## config.mk

```make
export PLATFORM = sky130hd
export DESIGN_NAME = ctcq_top
export DESIGN_NICKNAME = d
export VERILOG_FILES = /design/src/ctcq_pkg.sv /design/src/ctcq_entry_if.sv /design/src/ctcq_launch_if.sv /design/src/ctcq_ctrl.sv /design/src/ctcq_entry_array.sv /design/src/ctcq_inv_launch.sv /design/src/ctcq_top.sv
export VERILOG_INCLUDE_DIRS = /design/src
export SDC_FILE = /design/constraint.sdc
export NUM_CORES = 1
export LEC_CHECK = 0
export BUFFER_PORTS_ARGS = -buffer_cell sky130_fd_sc_hd__buf_2
export CORE_ASPECT_RATIO = 0.6
export CORE_MARGIN = 5
export CORE_UTILIZATION = 45
export DETAILED_ROUTE_END_ITERATION = 10
export PLACE_DENSITY = 0.61
export SLEW_MARGIN = 20
export SYNTH_ARGS = -nofsm -noshare
export SYNTH_HDL_FRONTEND = slang
export SYNTH_HIERARCHICAL = 1
export SYNTH_SLANG_ARGS = --single-unit
```

## constraint.sdc

```tcl
create_clock -name ctcq_pe_clk -period 4.6 [get_ports ctcq_pe_clk]
set_input_delay 0.92 -clock ctcq_pe_clk [delete_from_list [all_inputs] [get_ports ctcq_pe_clk]]
set_output_delay 0.92 -clock ctcq_pe_clk [all_outputs]
set_load 0.005 [all_outputs]
```

## src/ctcq_params.svh

```systemverilog
//********************
// widths and depth of the maintenance snoop queue
//********************
`ifndef CTCQ_PARAMS_SVH
`define CTCQ_PARAMS_SVH

// number of queue entries
`define CTCQ_DEPTH 6

// request opcode
`define CTC_OP_W 3

// address bits 39 down to 4
`define CTCQ_VAPA_W 36

// raw asid/va field from the arbiter, packed down to 16 bits
`define CTCQ_ASID_IN_W 24
`define CTCQ_ASID_W 16

// invalidation side fields
`define ICACHE_IDX_W 6
`define ICACHE_PTAG_W 28
`define TLB_VA_W 27

`endif

```

## src/ctcq_pkg.sv

```systemverilog
//********************
// opcode, entry state and launch state enums
// stored queue entry struct
//********************
`include "ctcq_params.svh"

package ctcq_pkg;

  // maintenance request kinds, codes 6 and 7 illegal
  typedef enum logic [`CTC_OP_W-1:0] {
    ICACHE_ALL   = 3'd0,
    ICACHE_LINE  = 3'd1,
    TLB_ALL      = 3'd2,
    TLB_VA_ALL   = 3'd3,
    TLB_ASID_ALL = 3'd4,
    TLB_VA_ASID  = 3'd5
  } ctc_op_e;

  // per-entry life cycle
  typedef enum logic [1:0] {
    ENTRY_FREE   = 2'd0,
    ENTRY_PEND   = 2'd1,
    ENTRY_ISSUED = 2'd2,
    ENTRY_DONE   = 2'd3
  } entry_state_e;

  // only one invalidation outstanding at a time
  typedef enum logic {
    LAUNCH_IDLE = 1'b0,
    LAUNCH_WAIT = 1'b1
  } launch_state_e;

  // 55 bits per entry
  typedef struct packed {
    ctc_op_e                  op;
    logic [`CTCQ_ASID_W-1:0]  asid;
    logic [`CTCQ_VAPA_W-1:0]  va_pa;
  } ctcq_entry_t;

endpackage

```

## src/ctcq_entry_if.sv

```systemverilog
//********************
// control to entry array connection
//********************
`include "ctcq_params.svh"

interface ctcq_entry_if;
  import ctcq_pkg::*;

  // one-hot pointers
  logic [`CTCQ_DEPTH-1:0] create_ptr;
  logic [`CTCQ_DEPTH-1:0] launch_ptr;
  logic [`CTCQ_DEPTH-1:0] resp_ptr;

  // single-cycle state change strobes
  logic                   create_fire;
  logic                   issue_fire;
  logic                   cmplt_fire;
  logic                   free_fire;

  // per-entry state flags
  logic [`CTCQ_DEPTH-1:0] entry_pend;
  logic [`CTCQ_DEPTH-1:0] entry_done;
  logic [`CTCQ_DEPTH-1:0] entry_free;

  // payload selected by launch_ptr
  ctcq_entry_t            launch_entry;

  modport ctrl (
    output create_ptr, launch_ptr, resp_ptr,
    output create_fire, issue_fire, cmplt_fire, free_fire,
    input  entry_pend, entry_done, entry_free, launch_entry
  );

  modport array (
    input  create_ptr, launch_ptr, resp_ptr,
    input  create_fire, issue_fire, cmplt_fire, free_fire,
    output entry_pend, entry_done, entry_free, launch_entry
  );

endinterface

```

## src/ctcq_launch_if.sv

```systemverilog
//********************
// control to invalidation launcher connection
//********************
interface ctcq_launch_if;
  import ctcq_pkg::*;

  // load the launcher with the oldest pending entry
  logic        load;
  ctcq_entry_t payload;

  // launcher status back to control
  logic        busy;
  logic        done_fire;

  modport ctrl (
    output load, payload,
    input  busy, done_fire
  );

  modport launch (
    input  load, payload,
    output busy, done_fire
  );

endinterface

```

## src/ctcq_ctrl.sv

```systemverilog
//********************
// create, launch and response pointers
// launch state machine
//********************
`include "ctcq_params.svh"

module ctcq_ctrl (
  input  logic          ctcq_pe_clk,
  input  logic          cpurst_b,
  input  logic          create_en,
  output logic          create_rdy,
  output logic          cr_valid,
  input  logic          cr_ready,
  output logic          ctcq_not_empty,
  ctcq_entry_if.ctrl    ent,
  ctcq_launch_if.ctrl   lau
);
  import ctcq_pkg::*;

  logic [`CTCQ_DEPTH-1:0] create_ptr_q;
  logic [`CTCQ_DEPTH-1:0] launch_ptr_q;
  logic [`CTCQ_DEPTH-1:0] resp_ptr_q;
  launch_state_e          state_q;
  logic                   launch_pend;

  // rotate a one-hot pointer by one entry
  function automatic logic [`CTCQ_DEPTH-1:0] rotl(input logic [`CTCQ_DEPTH-1:0] ptr);
    return {ptr[`CTCQ_DEPTH-2:0], ptr[`CTCQ_DEPTH-1]};
  endfunction

  //********************
  // handshakes
  //********************
  assign create_rdy     = |(create_ptr_q & ent.entry_free);
  assign cr_valid       = |(resp_ptr_q & ent.entry_done);
  assign ctcq_not_empty = ~&ent.entry_free;

  assign launch_pend     = |(launch_ptr_q & ent.entry_pend);
  assign ent.create_fire = create_en && create_rdy;
  assign ent.issue_fire  = (state_q == LAUNCH_IDLE) && launch_pend;
  assign ent.cmplt_fire  = lau.done_fire;
  assign ent.free_fire   = cr_valid && cr_ready;

  assign ent.create_ptr = create_ptr_q;
  assign ent.launch_ptr = launch_ptr_q;
  assign ent.resp_ptr   = resp_ptr_q;

  // launcher takes the entry at launch_ptr
  assign lau.load    = ent.issue_fire;
  assign lau.payload = ent.launch_entry;

  //********************
  // pointers
  //********************
  always_ff @(posedge ctcq_pe_clk or negedge cpurst_b)
  begin
    if (!cpurst_b)
    begin
      create_ptr_q <= `CTCQ_DEPTH'(1);
      launch_ptr_q <= `CTCQ_DEPTH'(1);
      resp_ptr_q   <= `CTCQ_DEPTH'(1);
    end
    else
    begin
      if (ent.create_fire)
        create_ptr_q <= rotl(create_ptr_q);
      // launch_ptr moves on completion, not on issue
      if (ent.cmplt_fire)
        launch_ptr_q <= rotl(launch_ptr_q);
      if (ent.free_fire)
        resp_ptr_q <= rotl(resp_ptr_q);
    end
  end

  //********************
  // launch FSM
  //********************
  always_ff @(posedge ctcq_pe_clk or negedge cpurst_b)
  begin
    if (!cpurst_b)
      state_q <= LAUNCH_IDLE;
    else
    begin
      case (state_q)
        LAUNCH_IDLE:
          if (ent.issue_fire)
            state_q <= LAUNCH_WAIT;
        LAUNCH_WAIT:
          if (lau.done_fire)
            state_q <= LAUNCH_IDLE;
        default:
          state_q <= LAUNCH_IDLE;
      endcase
    end
  end

  // arbiter must wait for a free entry
  a_create_when_rdy: assert property (
    @(posedge ctcq_pe_clk) disable iff (!cpurst_b)
    create_en |-> create_rdy
  );

  // FSM and launcher busy flag stay in step
  a_no_load_busy: assert property (
    @(posedge ctcq_pe_clk) disable iff (!cpurst_b)
    lau.load |-> !lau.busy
  );

endmodule

```

## src/ctcq_entry_array.sv

```systemverilog
//********************
// six entry state registers and payloads
// launch entry selection
//********************
`include "ctcq_params.svh"

module ctcq_entry_array (
  input  logic                        ctcq_pe_clk,
  input  logic                        cpurst_b,
  input  logic [`CTC_OP_W-1:0]        ctc_type,
  input  logic [`CTCQ_ASID_IN_W-1:0]  ctc_asid_va,
  input  logic [`CTCQ_VAPA_W-1:0]     ctc_va_pa,
  ctcq_entry_if.array                 ent
);
  import ctcq_pkg::*;

  entry_state_e state_q   [`CTCQ_DEPTH];
  ctcq_entry_t  payload_q [`CTCQ_DEPTH];
  ctcq_entry_t  create_entry;

  //********************
  // create payload
  //********************
  // asid keeps raw bits 23-16 and 7-0
  assign create_entry.op    = ctc_op_e'(ctc_type);
  assign create_entry.asid  = {ctc_asid_va[`CTCQ_ASID_IN_W-1:`CTCQ_ASID_IN_W-8],
                               ctc_asid_va[7:0]};
  assign create_entry.va_pa = ctc_va_pa;

  always_ff @(posedge ctcq_pe_clk)
  begin
    for (int i = 0; i < `CTCQ_DEPTH; i++)
    begin
      if (ent.create_fire && ent.create_ptr[i])
        payload_q[i] <= create_entry;
    end
  end

  //********************
  // entry states
  //********************
  // free -> pend -> issued -> done -> free
  always_ff @(posedge ctcq_pe_clk or negedge cpurst_b)
  begin
    if (!cpurst_b)
    begin
      for (int i = 0; i < `CTCQ_DEPTH; i++)
        state_q[i] <= ENTRY_FREE;
    end
    else
    begin
      for (int i = 0; i < `CTCQ_DEPTH; i++)
      begin
        if (ent.create_fire && ent.create_ptr[i])
          state_q[i] <= ENTRY_PEND;
        else if (ent.issue_fire && ent.launch_ptr[i])
          state_q[i] <= ENTRY_ISSUED;
        else if (ent.cmplt_fire && ent.launch_ptr[i])
          state_q[i] <= ENTRY_DONE;
        else if (ent.free_fire && ent.resp_ptr[i])
          state_q[i] <= ENTRY_FREE;
      end
    end
  end

  always_comb
  begin
    for (int i = 0; i < `CTCQ_DEPTH; i++)
    begin
      ent.entry_pend[i] = (state_q[i] == ENTRY_PEND);
      ent.entry_done[i] = (state_q[i] == ENTRY_DONE);
      ent.entry_free[i] = (state_q[i] == ENTRY_FREE);
    end
  end

  // one-hot mux at launch_ptr
  always_comb
  begin
    ent.launch_entry = payload_q[0];
    for (int i = 1; i < `CTCQ_DEPTH; i++)
    begin
      if (ent.launch_ptr[i])
        ent.launch_entry = payload_q[i];
    end
  end

  // a created entry must carry an opcode the launcher can decode
  a_create_op_legal: assert property (
    @(posedge ctcq_pe_clk) disable iff (!cpurst_b)
    ent.create_fire |-> (ctc_type <= TLB_VA_ASID)
  );

endmodule

```

## src/ctcq_inv_launch.sv

```systemverilog
//********************
// registered invalidation request and field decode
// done detection and flush pulse
//********************
`include "ctcq_params.svh"

module ctcq_inv_launch (
  input  logic                       ctcq_pe_clk,
  input  logic                       cpurst_b,
  input  logic                       icache_inv_done,
  input  logic                       tlb_inv_done,
  input  logic                       flush_dis,
  output logic                       icache_all_inv,
  output logic                       icache_line_inv,
  output logic [`ICACHE_IDX_W-1:0]   icache_index,
  output logic [`ICACHE_PTAG_W-1:0]  icache_ptag,
  output logic                       tlb_all_inv,
  output logic                       tlb_va_all_inv,
  output logic                       tlb_asid_all_inv,
  output logic                       tlb_va_asid_inv,
  output logic [`CTCQ_ASID_W-1:0]    tlb_asid,
  output logic [`TLB_VA_W-1:0]       tlb_va,
  output logic                       ctc_flush_vld,
  ctcq_launch_if.launch              lau
);
  import ctcq_pkg::*;

  localparam int INV_KINDS = 6;

  logic                     busy_q;
  logic [INV_KINDS-1:0]     strobe_q;
  logic                     flush_q;
  logic [`CTCQ_VAPA_W-1:0]  va_pa_q;
  logic [`CTCQ_ASID_W-1:0]  asid_q;

  assign lau.busy      = busy_q;
  assign lau.done_fire = busy_q && (icache_inv_done || tlb_inv_done);

  //********************
  // request registers
  //********************
  // one strobe per opcode, held until done
  always_ff @(posedge ctcq_pe_clk or negedge cpurst_b)
  begin
    if (!cpurst_b)
    begin
      busy_q   <= 1'b0;
      strobe_q <= '0;
    end
    else if (lau.done_fire)
    begin
      busy_q   <= 1'b0;
      strobe_q <= '0;
    end
    else if (lau.load)
    begin
      busy_q   <= 1'b1;
      strobe_q <= INV_KINDS'(1) << lau.payload.op;
    end
  end

  always_ff @(posedge ctcq_pe_clk)
  begin
    if (lau.load)
    begin
      va_pa_q <= lau.payload.va_pa;
      asid_q  <= lau.payload.asid;
    end
  end

  // pipeline flush one cycle after each completion
  always_ff @(posedge ctcq_pe_clk or negedge cpurst_b)
  begin
    if (!cpurst_b)
      flush_q <= 1'b0;
    else
      flush_q <= lau.done_fire && !flush_dis;
  end

  assign ctc_flush_vld = flush_q;

  //********************
  // outputs
  //********************
  assign icache_all_inv   = strobe_q[ICACHE_ALL];
  assign icache_line_inv  = strobe_q[ICACHE_LINE];
  assign tlb_all_inv      = strobe_q[TLB_ALL];
  assign tlb_va_all_inv   = strobe_q[TLB_VA_ALL];
  assign tlb_asid_all_inv = strobe_q[TLB_ASID_ALL];
  assign tlb_va_asid_inv  = strobe_q[TLB_VA_ASID];

  // va_pa[0] is address bit 4
  assign icache_index = va_pa_q[`ICACHE_IDX_W+1:2];
  assign icache_ptag  = va_pa_q[`ICACHE_PTAG_W+7:8];
  assign tlb_va       = va_pa_q[`TLB_VA_W+7:8];
  assign tlb_asid     = asid_q;

  // done only answers a raised strobe
  a_done_when_busy: assert property (
    @(posedge ctcq_pe_clk) disable iff (!cpurst_b)
    (icache_inv_done || tlb_inv_done) |-> busy_q
  );

endmodule

```

## src/ctcq_top.sv

```systemverilog
//********************
// maintenance snoop queue top level
//********************
`include "ctcq_params.svh"

module ctcq_top (
  input  logic                        ctcq_pe_clk,
  input  logic                        cpurst_b,
  // create side
  input  logic                        create_en,
  input  logic [`CTC_OP_W-1:0]        ctc_type,
  input  logic [`CTCQ_ASID_IN_W-1:0]  ctc_asid_va,
  input  logic [`CTCQ_VAPA_W-1:0]     ctc_va_pa,
  output logic                        create_rdy,
  // invalidation side
  output logic                        icache_all_inv,
  output logic                        icache_line_inv,
  output logic [`ICACHE_IDX_W-1:0]    icache_index,
  output logic [`ICACHE_PTAG_W-1:0]   icache_ptag,
  output logic                        tlb_all_inv,
  output logic                        tlb_va_all_inv,
  output logic                        tlb_asid_all_inv,
  output logic                        tlb_va_asid_inv,
  output logic [`CTCQ_ASID_W-1:0]     tlb_asid,
  output logic [`TLB_VA_W-1:0]        tlb_va,
  input  logic                        icache_inv_done,
  input  logic                        tlb_inv_done,
  // response side
  output logic                        cr_valid,
  input  logic                        cr_ready,
  // other
  input  logic                        flush_dis,
  output logic                        ctc_flush_vld,
  output logic                        ctcq_not_empty
);

  ctcq_entry_if  ent_if ();
  ctcq_launch_if lau_if ();

  ctcq_ctrl u_ctrl (
    .ctcq_pe_clk    (ctcq_pe_clk),
    .cpurst_b       (cpurst_b),
    .create_en      (create_en),
    .create_rdy     (create_rdy),
    .cr_valid       (cr_valid),
    .cr_ready       (cr_ready),
    .ctcq_not_empty (ctcq_not_empty),
    .ent            (ent_if.ctrl),
    .lau            (lau_if.ctrl)
  );

  // create payload goes straight into the entries
  ctcq_entry_array u_entry_array (
    .ctcq_pe_clk (ctcq_pe_clk),
    .cpurst_b    (cpurst_b),
    .ctc_type    (ctc_type),
    .ctc_asid_va (ctc_asid_va),
    .ctc_va_pa   (ctc_va_pa),
    .ent         (ent_if.array)
  );

  ctcq_inv_launch u_inv_launch (
    .ctcq_pe_clk      (ctcq_pe_clk),
    .cpurst_b         (cpurst_b),
    .icache_inv_done  (icache_inv_done),
    .tlb_inv_done     (tlb_inv_done),
    .flush_dis        (flush_dis),
    .icache_all_inv   (icache_all_inv),
    .icache_line_inv  (icache_line_inv),
    .icache_index     (icache_index),
    .icache_ptag      (icache_ptag),
    .tlb_all_inv      (tlb_all_inv),
    .tlb_va_all_inv   (tlb_va_all_inv),
    .tlb_asid_all_inv (tlb_asid_all_inv),
    .tlb_va_asid_inv  (tlb_va_asid_inv),
    .tlb_asid         (tlb_asid),
    .tlb_va           (tlb_va),
    .ctc_flush_vld    (ctc_flush_vld),
    .lau              (lau_if.launch)
  );

endmodule

```

Word level (Yosys, flattened, before mapping)
Memories as Yosys holds them, arrays and structs flattened.
Cells that the tools add are included.
{ "classes": {"eq_ne": 12, "reduce_logical": 49, "shifts": 1, "bitwise": 4, "muxes": 48} }
{ "op_table": {"columns": ["cell", "count"], "rows": [
  ["55-bit two-way mux", 5],
  ["2-bit two-way mux", 24],
  ["1-bit logical AND", 29],
  ["4-bit nonzero test", 6],
  ["6-bit bitwise AND", 3],
  ["6-bit OR reduction", 3],
  ["1-bit two-way mux", 16],
  ["2-bit by 1-bit == test with 1-bit output, second input constant", 6],
  ["2-bit == test, second input constant", 6],
  ["2-bit logical NOT", 6],
  ["6-bit two-way mux", 2],
  ["6-bit AND reduction", 1],
  ["1-bit by 3-bit left shift with 6-bit output, first input constant", 1],
  ["1-bit logical NOT", 2],
  ["1-bit one-hot mux with 2 select lines", 1],
  ["2-bit nonzero test", 1],
  ["1-bit logical OR", 1],
  ["1-bit NOT", 1]
]} }
{ "totals": {"regBits": 91, "word_cells": 130, "inputBits": 70, "mem_count": 1, "output_inout_bits": 87, "mem_bits_rw": 330} }
{ "mem_list": {"columns": ["memory", "depth", "width", "rd", "rd_clocked_by_memory_dff", "wr", "line", "source"], "rows": [
  ["u_entry_array.payload_q", 6, 55, 6, 0, 6, "ctcq_entry_array.sv:18", "ctcq_entry_t payload_q [`CTCQ_DEPTH];"]
]} }

Logic depth before layout (Yosys ltp)
{ "logic_depth": {"ltp_word": 9, "ltp_mapped": 9, "mapped_depth_nobuf": 7} }

Cells and area by module
The synthesis kept the hierarchy.
{ "by_module_without_submodules": {"columns": ["mod", "instances", "area_per_inst_um2", "cells_per_inst", "seq_area_each_um2"], "rows": [
  ["ctcq_entry_array", 1, 14028.5, 786, 10209.8],
  ["ctcq_inv_launch", 1, 2067.0, 109, 1701.6],
  ["ctcq_ctrl", 1, 1271.2, 115, 479.2]
]} }

Worst setup path before layout
Ideal clock, no wire load.
{ "synth_path": {"path_type": "input to register", "startpoint": "input create_en", "endpoint": "memory u_entry_array/payload_q[3][0] (netlist name), enable pin", "cell_stages": 3, "setup_slack_ns": 1.706, "arrival_ns": 2.474, "path_buffers": 0, "setup_time_ns": 0.420, "required_ns": 4.180, "path_cell_list": "o31ai_4 -> inv_1 -> and2_1"} }
{ "synth_rtl": {"columns": ["item", "line", "source"], "rows": [
  ["from (decl)", "ctcq_top.sv:10", "input logic create_en,"],
  ["to (decl)", "ctcq_entry_array.sv:18", null]
]} }

==> results.cfg <==
[clock_tree]
path_clk_slew_ns = 0.06
cts_tree = done
clockBufferDepth = 3
cts.sinks = 407
numCtsBuffers = 39
h-tree-depth = 2
ctsHoldBuffers = 0
cts_resized = 0
cts_root_buf = clkbuf_16
clk_latency_ns = 0.53
cts_setup_buffers = 0

[global_routing]
grt-ovfl-total = 0
grt_pass1_wl_mm = 52.3
grt_pass1_vias = 8604
global_route.usage.total = 0.161
grt_max_degree = 64
antenna_found_initial = 2

[run_status]
status = finished clean

[route]
vias = 8339
postRouteWirelength_mm = 34.1
via_per_inst = 5.24
drt-pass1-iter-count = 4
drt-wirelength-per-cell_um = 21.4
ant_nets = 0
drc = 0
drt_iter0_markers = 523

[final_layout]
area_growth_pct = 10.7
instances_no_fill = 1592
final_area_um2 = 18700
final_common_cell = edfxtp_1
final_cell_mix = 368 x edfxtp_1, 146 x buf_2, 65 x nand2_1
fin_util = 0.501
finalNetCount = 1118
drive_gt1_frac = 0.373

[timing]
hold_violations = 0
maxSlewViolCount = 0
rsz0062_at_grt = no
clock_skew_ns = 0.00788
tightest_slew_ns = 1.02
slew_headroom = 0.322
tns_ns = 0
fin_ws_ns = 1.72
finalCriticalPeriod_ns = 2.88
whs_ns = 0.495
setup_violations = 0
max_freq_ghz = 0.347
fin_crit_sh = 0.627

[setup_path]
cp.required_ns = 4.81
cp_max_fo = 30
worst-path-buf-inv = 2
crit_path_max_incr_delay_ns = 0.85
crit_arrival_ns = 3.09
critical_path.slowest_cell = and2_2
crit_chain = nor2_1, a22o_1, o31ai_4, inv_1, and2_2, buf_4
critical-path-top-delay-family = simple AND/OR/NAND/NOR gates
start_kind = flop
end_kind = flop
path_class = reg -> reg

[worst_hold_path]
hp-class = reg -> reg

[die]
die_w_um = 260
coreArea_um2 = 37400
initial_core_util = 0.452
chipHeight_um = 160
pin_count = 157
num_rows = 55
dieArea_um2 = 41700

[place]
io_buffers = 146
pre_cts_ws_ns = 1.68
hpwlAfterDp_mm = 18.2
place_inst = 1520
gp_congestion = 0.782
placed_cell_area_um2 = 17400

[flow_run]
cap_violations = 0

[pwr]
leakagePower_nw = 6.84
ir_worst_vdd_uv = 195
finalPower_mw = 7.30
powerDensity_nw_per_um2 = 390

[synthesis]
yosysWarnings = 6
netlist_instances = 984
syn_area_um2 = 16900
synth_fp_nets = 1054
syn_avg_cell_area_um2 = 17.2
[sequential cells by signal (all words and copies together) (netlist names)]
signal and cells:
u_entry_array/payload_q 318, u_inv_launch/va_pa_q 34, u_inv_launch/tlb_asid 16, u_entry_array/state_q 12, u_ctrl/ent.create_ptr 6, u_ctrl/ent.launch_ptr 6
u_ctrl/ent.resp_ptr 6, u_inv_launch/strobe_q 6, u_ctrl/state_q 1, u_inv_launch/ctc_flush_vld 1, u_inv_launch/lau.busy 1
[report_power, final]
group          total (mW)  switching [mW]  internal [mW]  leakage [nW]
Clock                3.20            1.34           1.85         0.614
Combinational      0.0782          0.0536         0.0246          2.40
Sequential           4.03         0.00213           4.02          3.83
Total                7.30            1.40           5.90          6.84
[worst paths after layout]
| path | from | cells past startpoint | to | slack [ns] |
|---|---|---|---|---|
| worst max-delay path | u_entry_array/state_q[6]$_DFFE_PN0P_ | 6 | u_entry_array/payload_q[3][49]$_DFFE_PP_ | 1.72 |
| worst min-delay path | u_inv_launch/lau.busy$_DFFE_PN0P_ | 2 | u_inv_launch/lau.busy$_DFFE_PN0P_ | 0.50 |
| worst max register to register | u_entry_array/state_q[6]$_DFFE_PN0P_ | 6 | u_entry_array/payload_q[3][49]$_DFFE_PP_ | 1.72 |
| worst min register to register | u_inv_launch/lau.busy$_DFFE_PN0P_ | 2 | u_inv_launch/lau.busy$_DFFE_PN0P_ | 0.50 |
| max in group asynchronous | cpurst_b | 1 | u_ctrl/ent.launch_ptr[1]$_DFFE_PN0P_ | 3.40 |
| min in group asynchronous | cpurst_b | 1 | u_ctrl/ent.create_ptr[5]$_DFFE_PN0P_ | 0.51 |
[final cells by class]
| class | count | area, um^2 |
|---|---|---|
| well taps | 513 | 642 |
| multi-input cells | 440 | 3920 |
| diodes | 2 | 5.00 |
| clock inverters | 24 | 224 |
| clock buffers | 46 | 1040 |
| repair buffers | 158 | 821 |
| flip-flops and latches | 407 | 12000 |
| inverters | 2 | 7.51 |
| fillers | 3068 | 18700 |
[per-layer routing]
layer | GRT usage | wire length [um] | vias up
li1 | - | - | 3840
met1 | 0.236 | 16500 | 4285
met2 | 0.252 | 15600 | 162
met3 | 0.0329 | 1590 | 50
met4 | 0.0367 | 492 | 2
met5 | 0 | 20 | -
[worst min-delay path: stages, from the launching register on]
cell	delay (ns)
dfrtp_1	0.34
nor2_1	0.05
nor2_1	0.07
(Power assumes the default switching activity.)
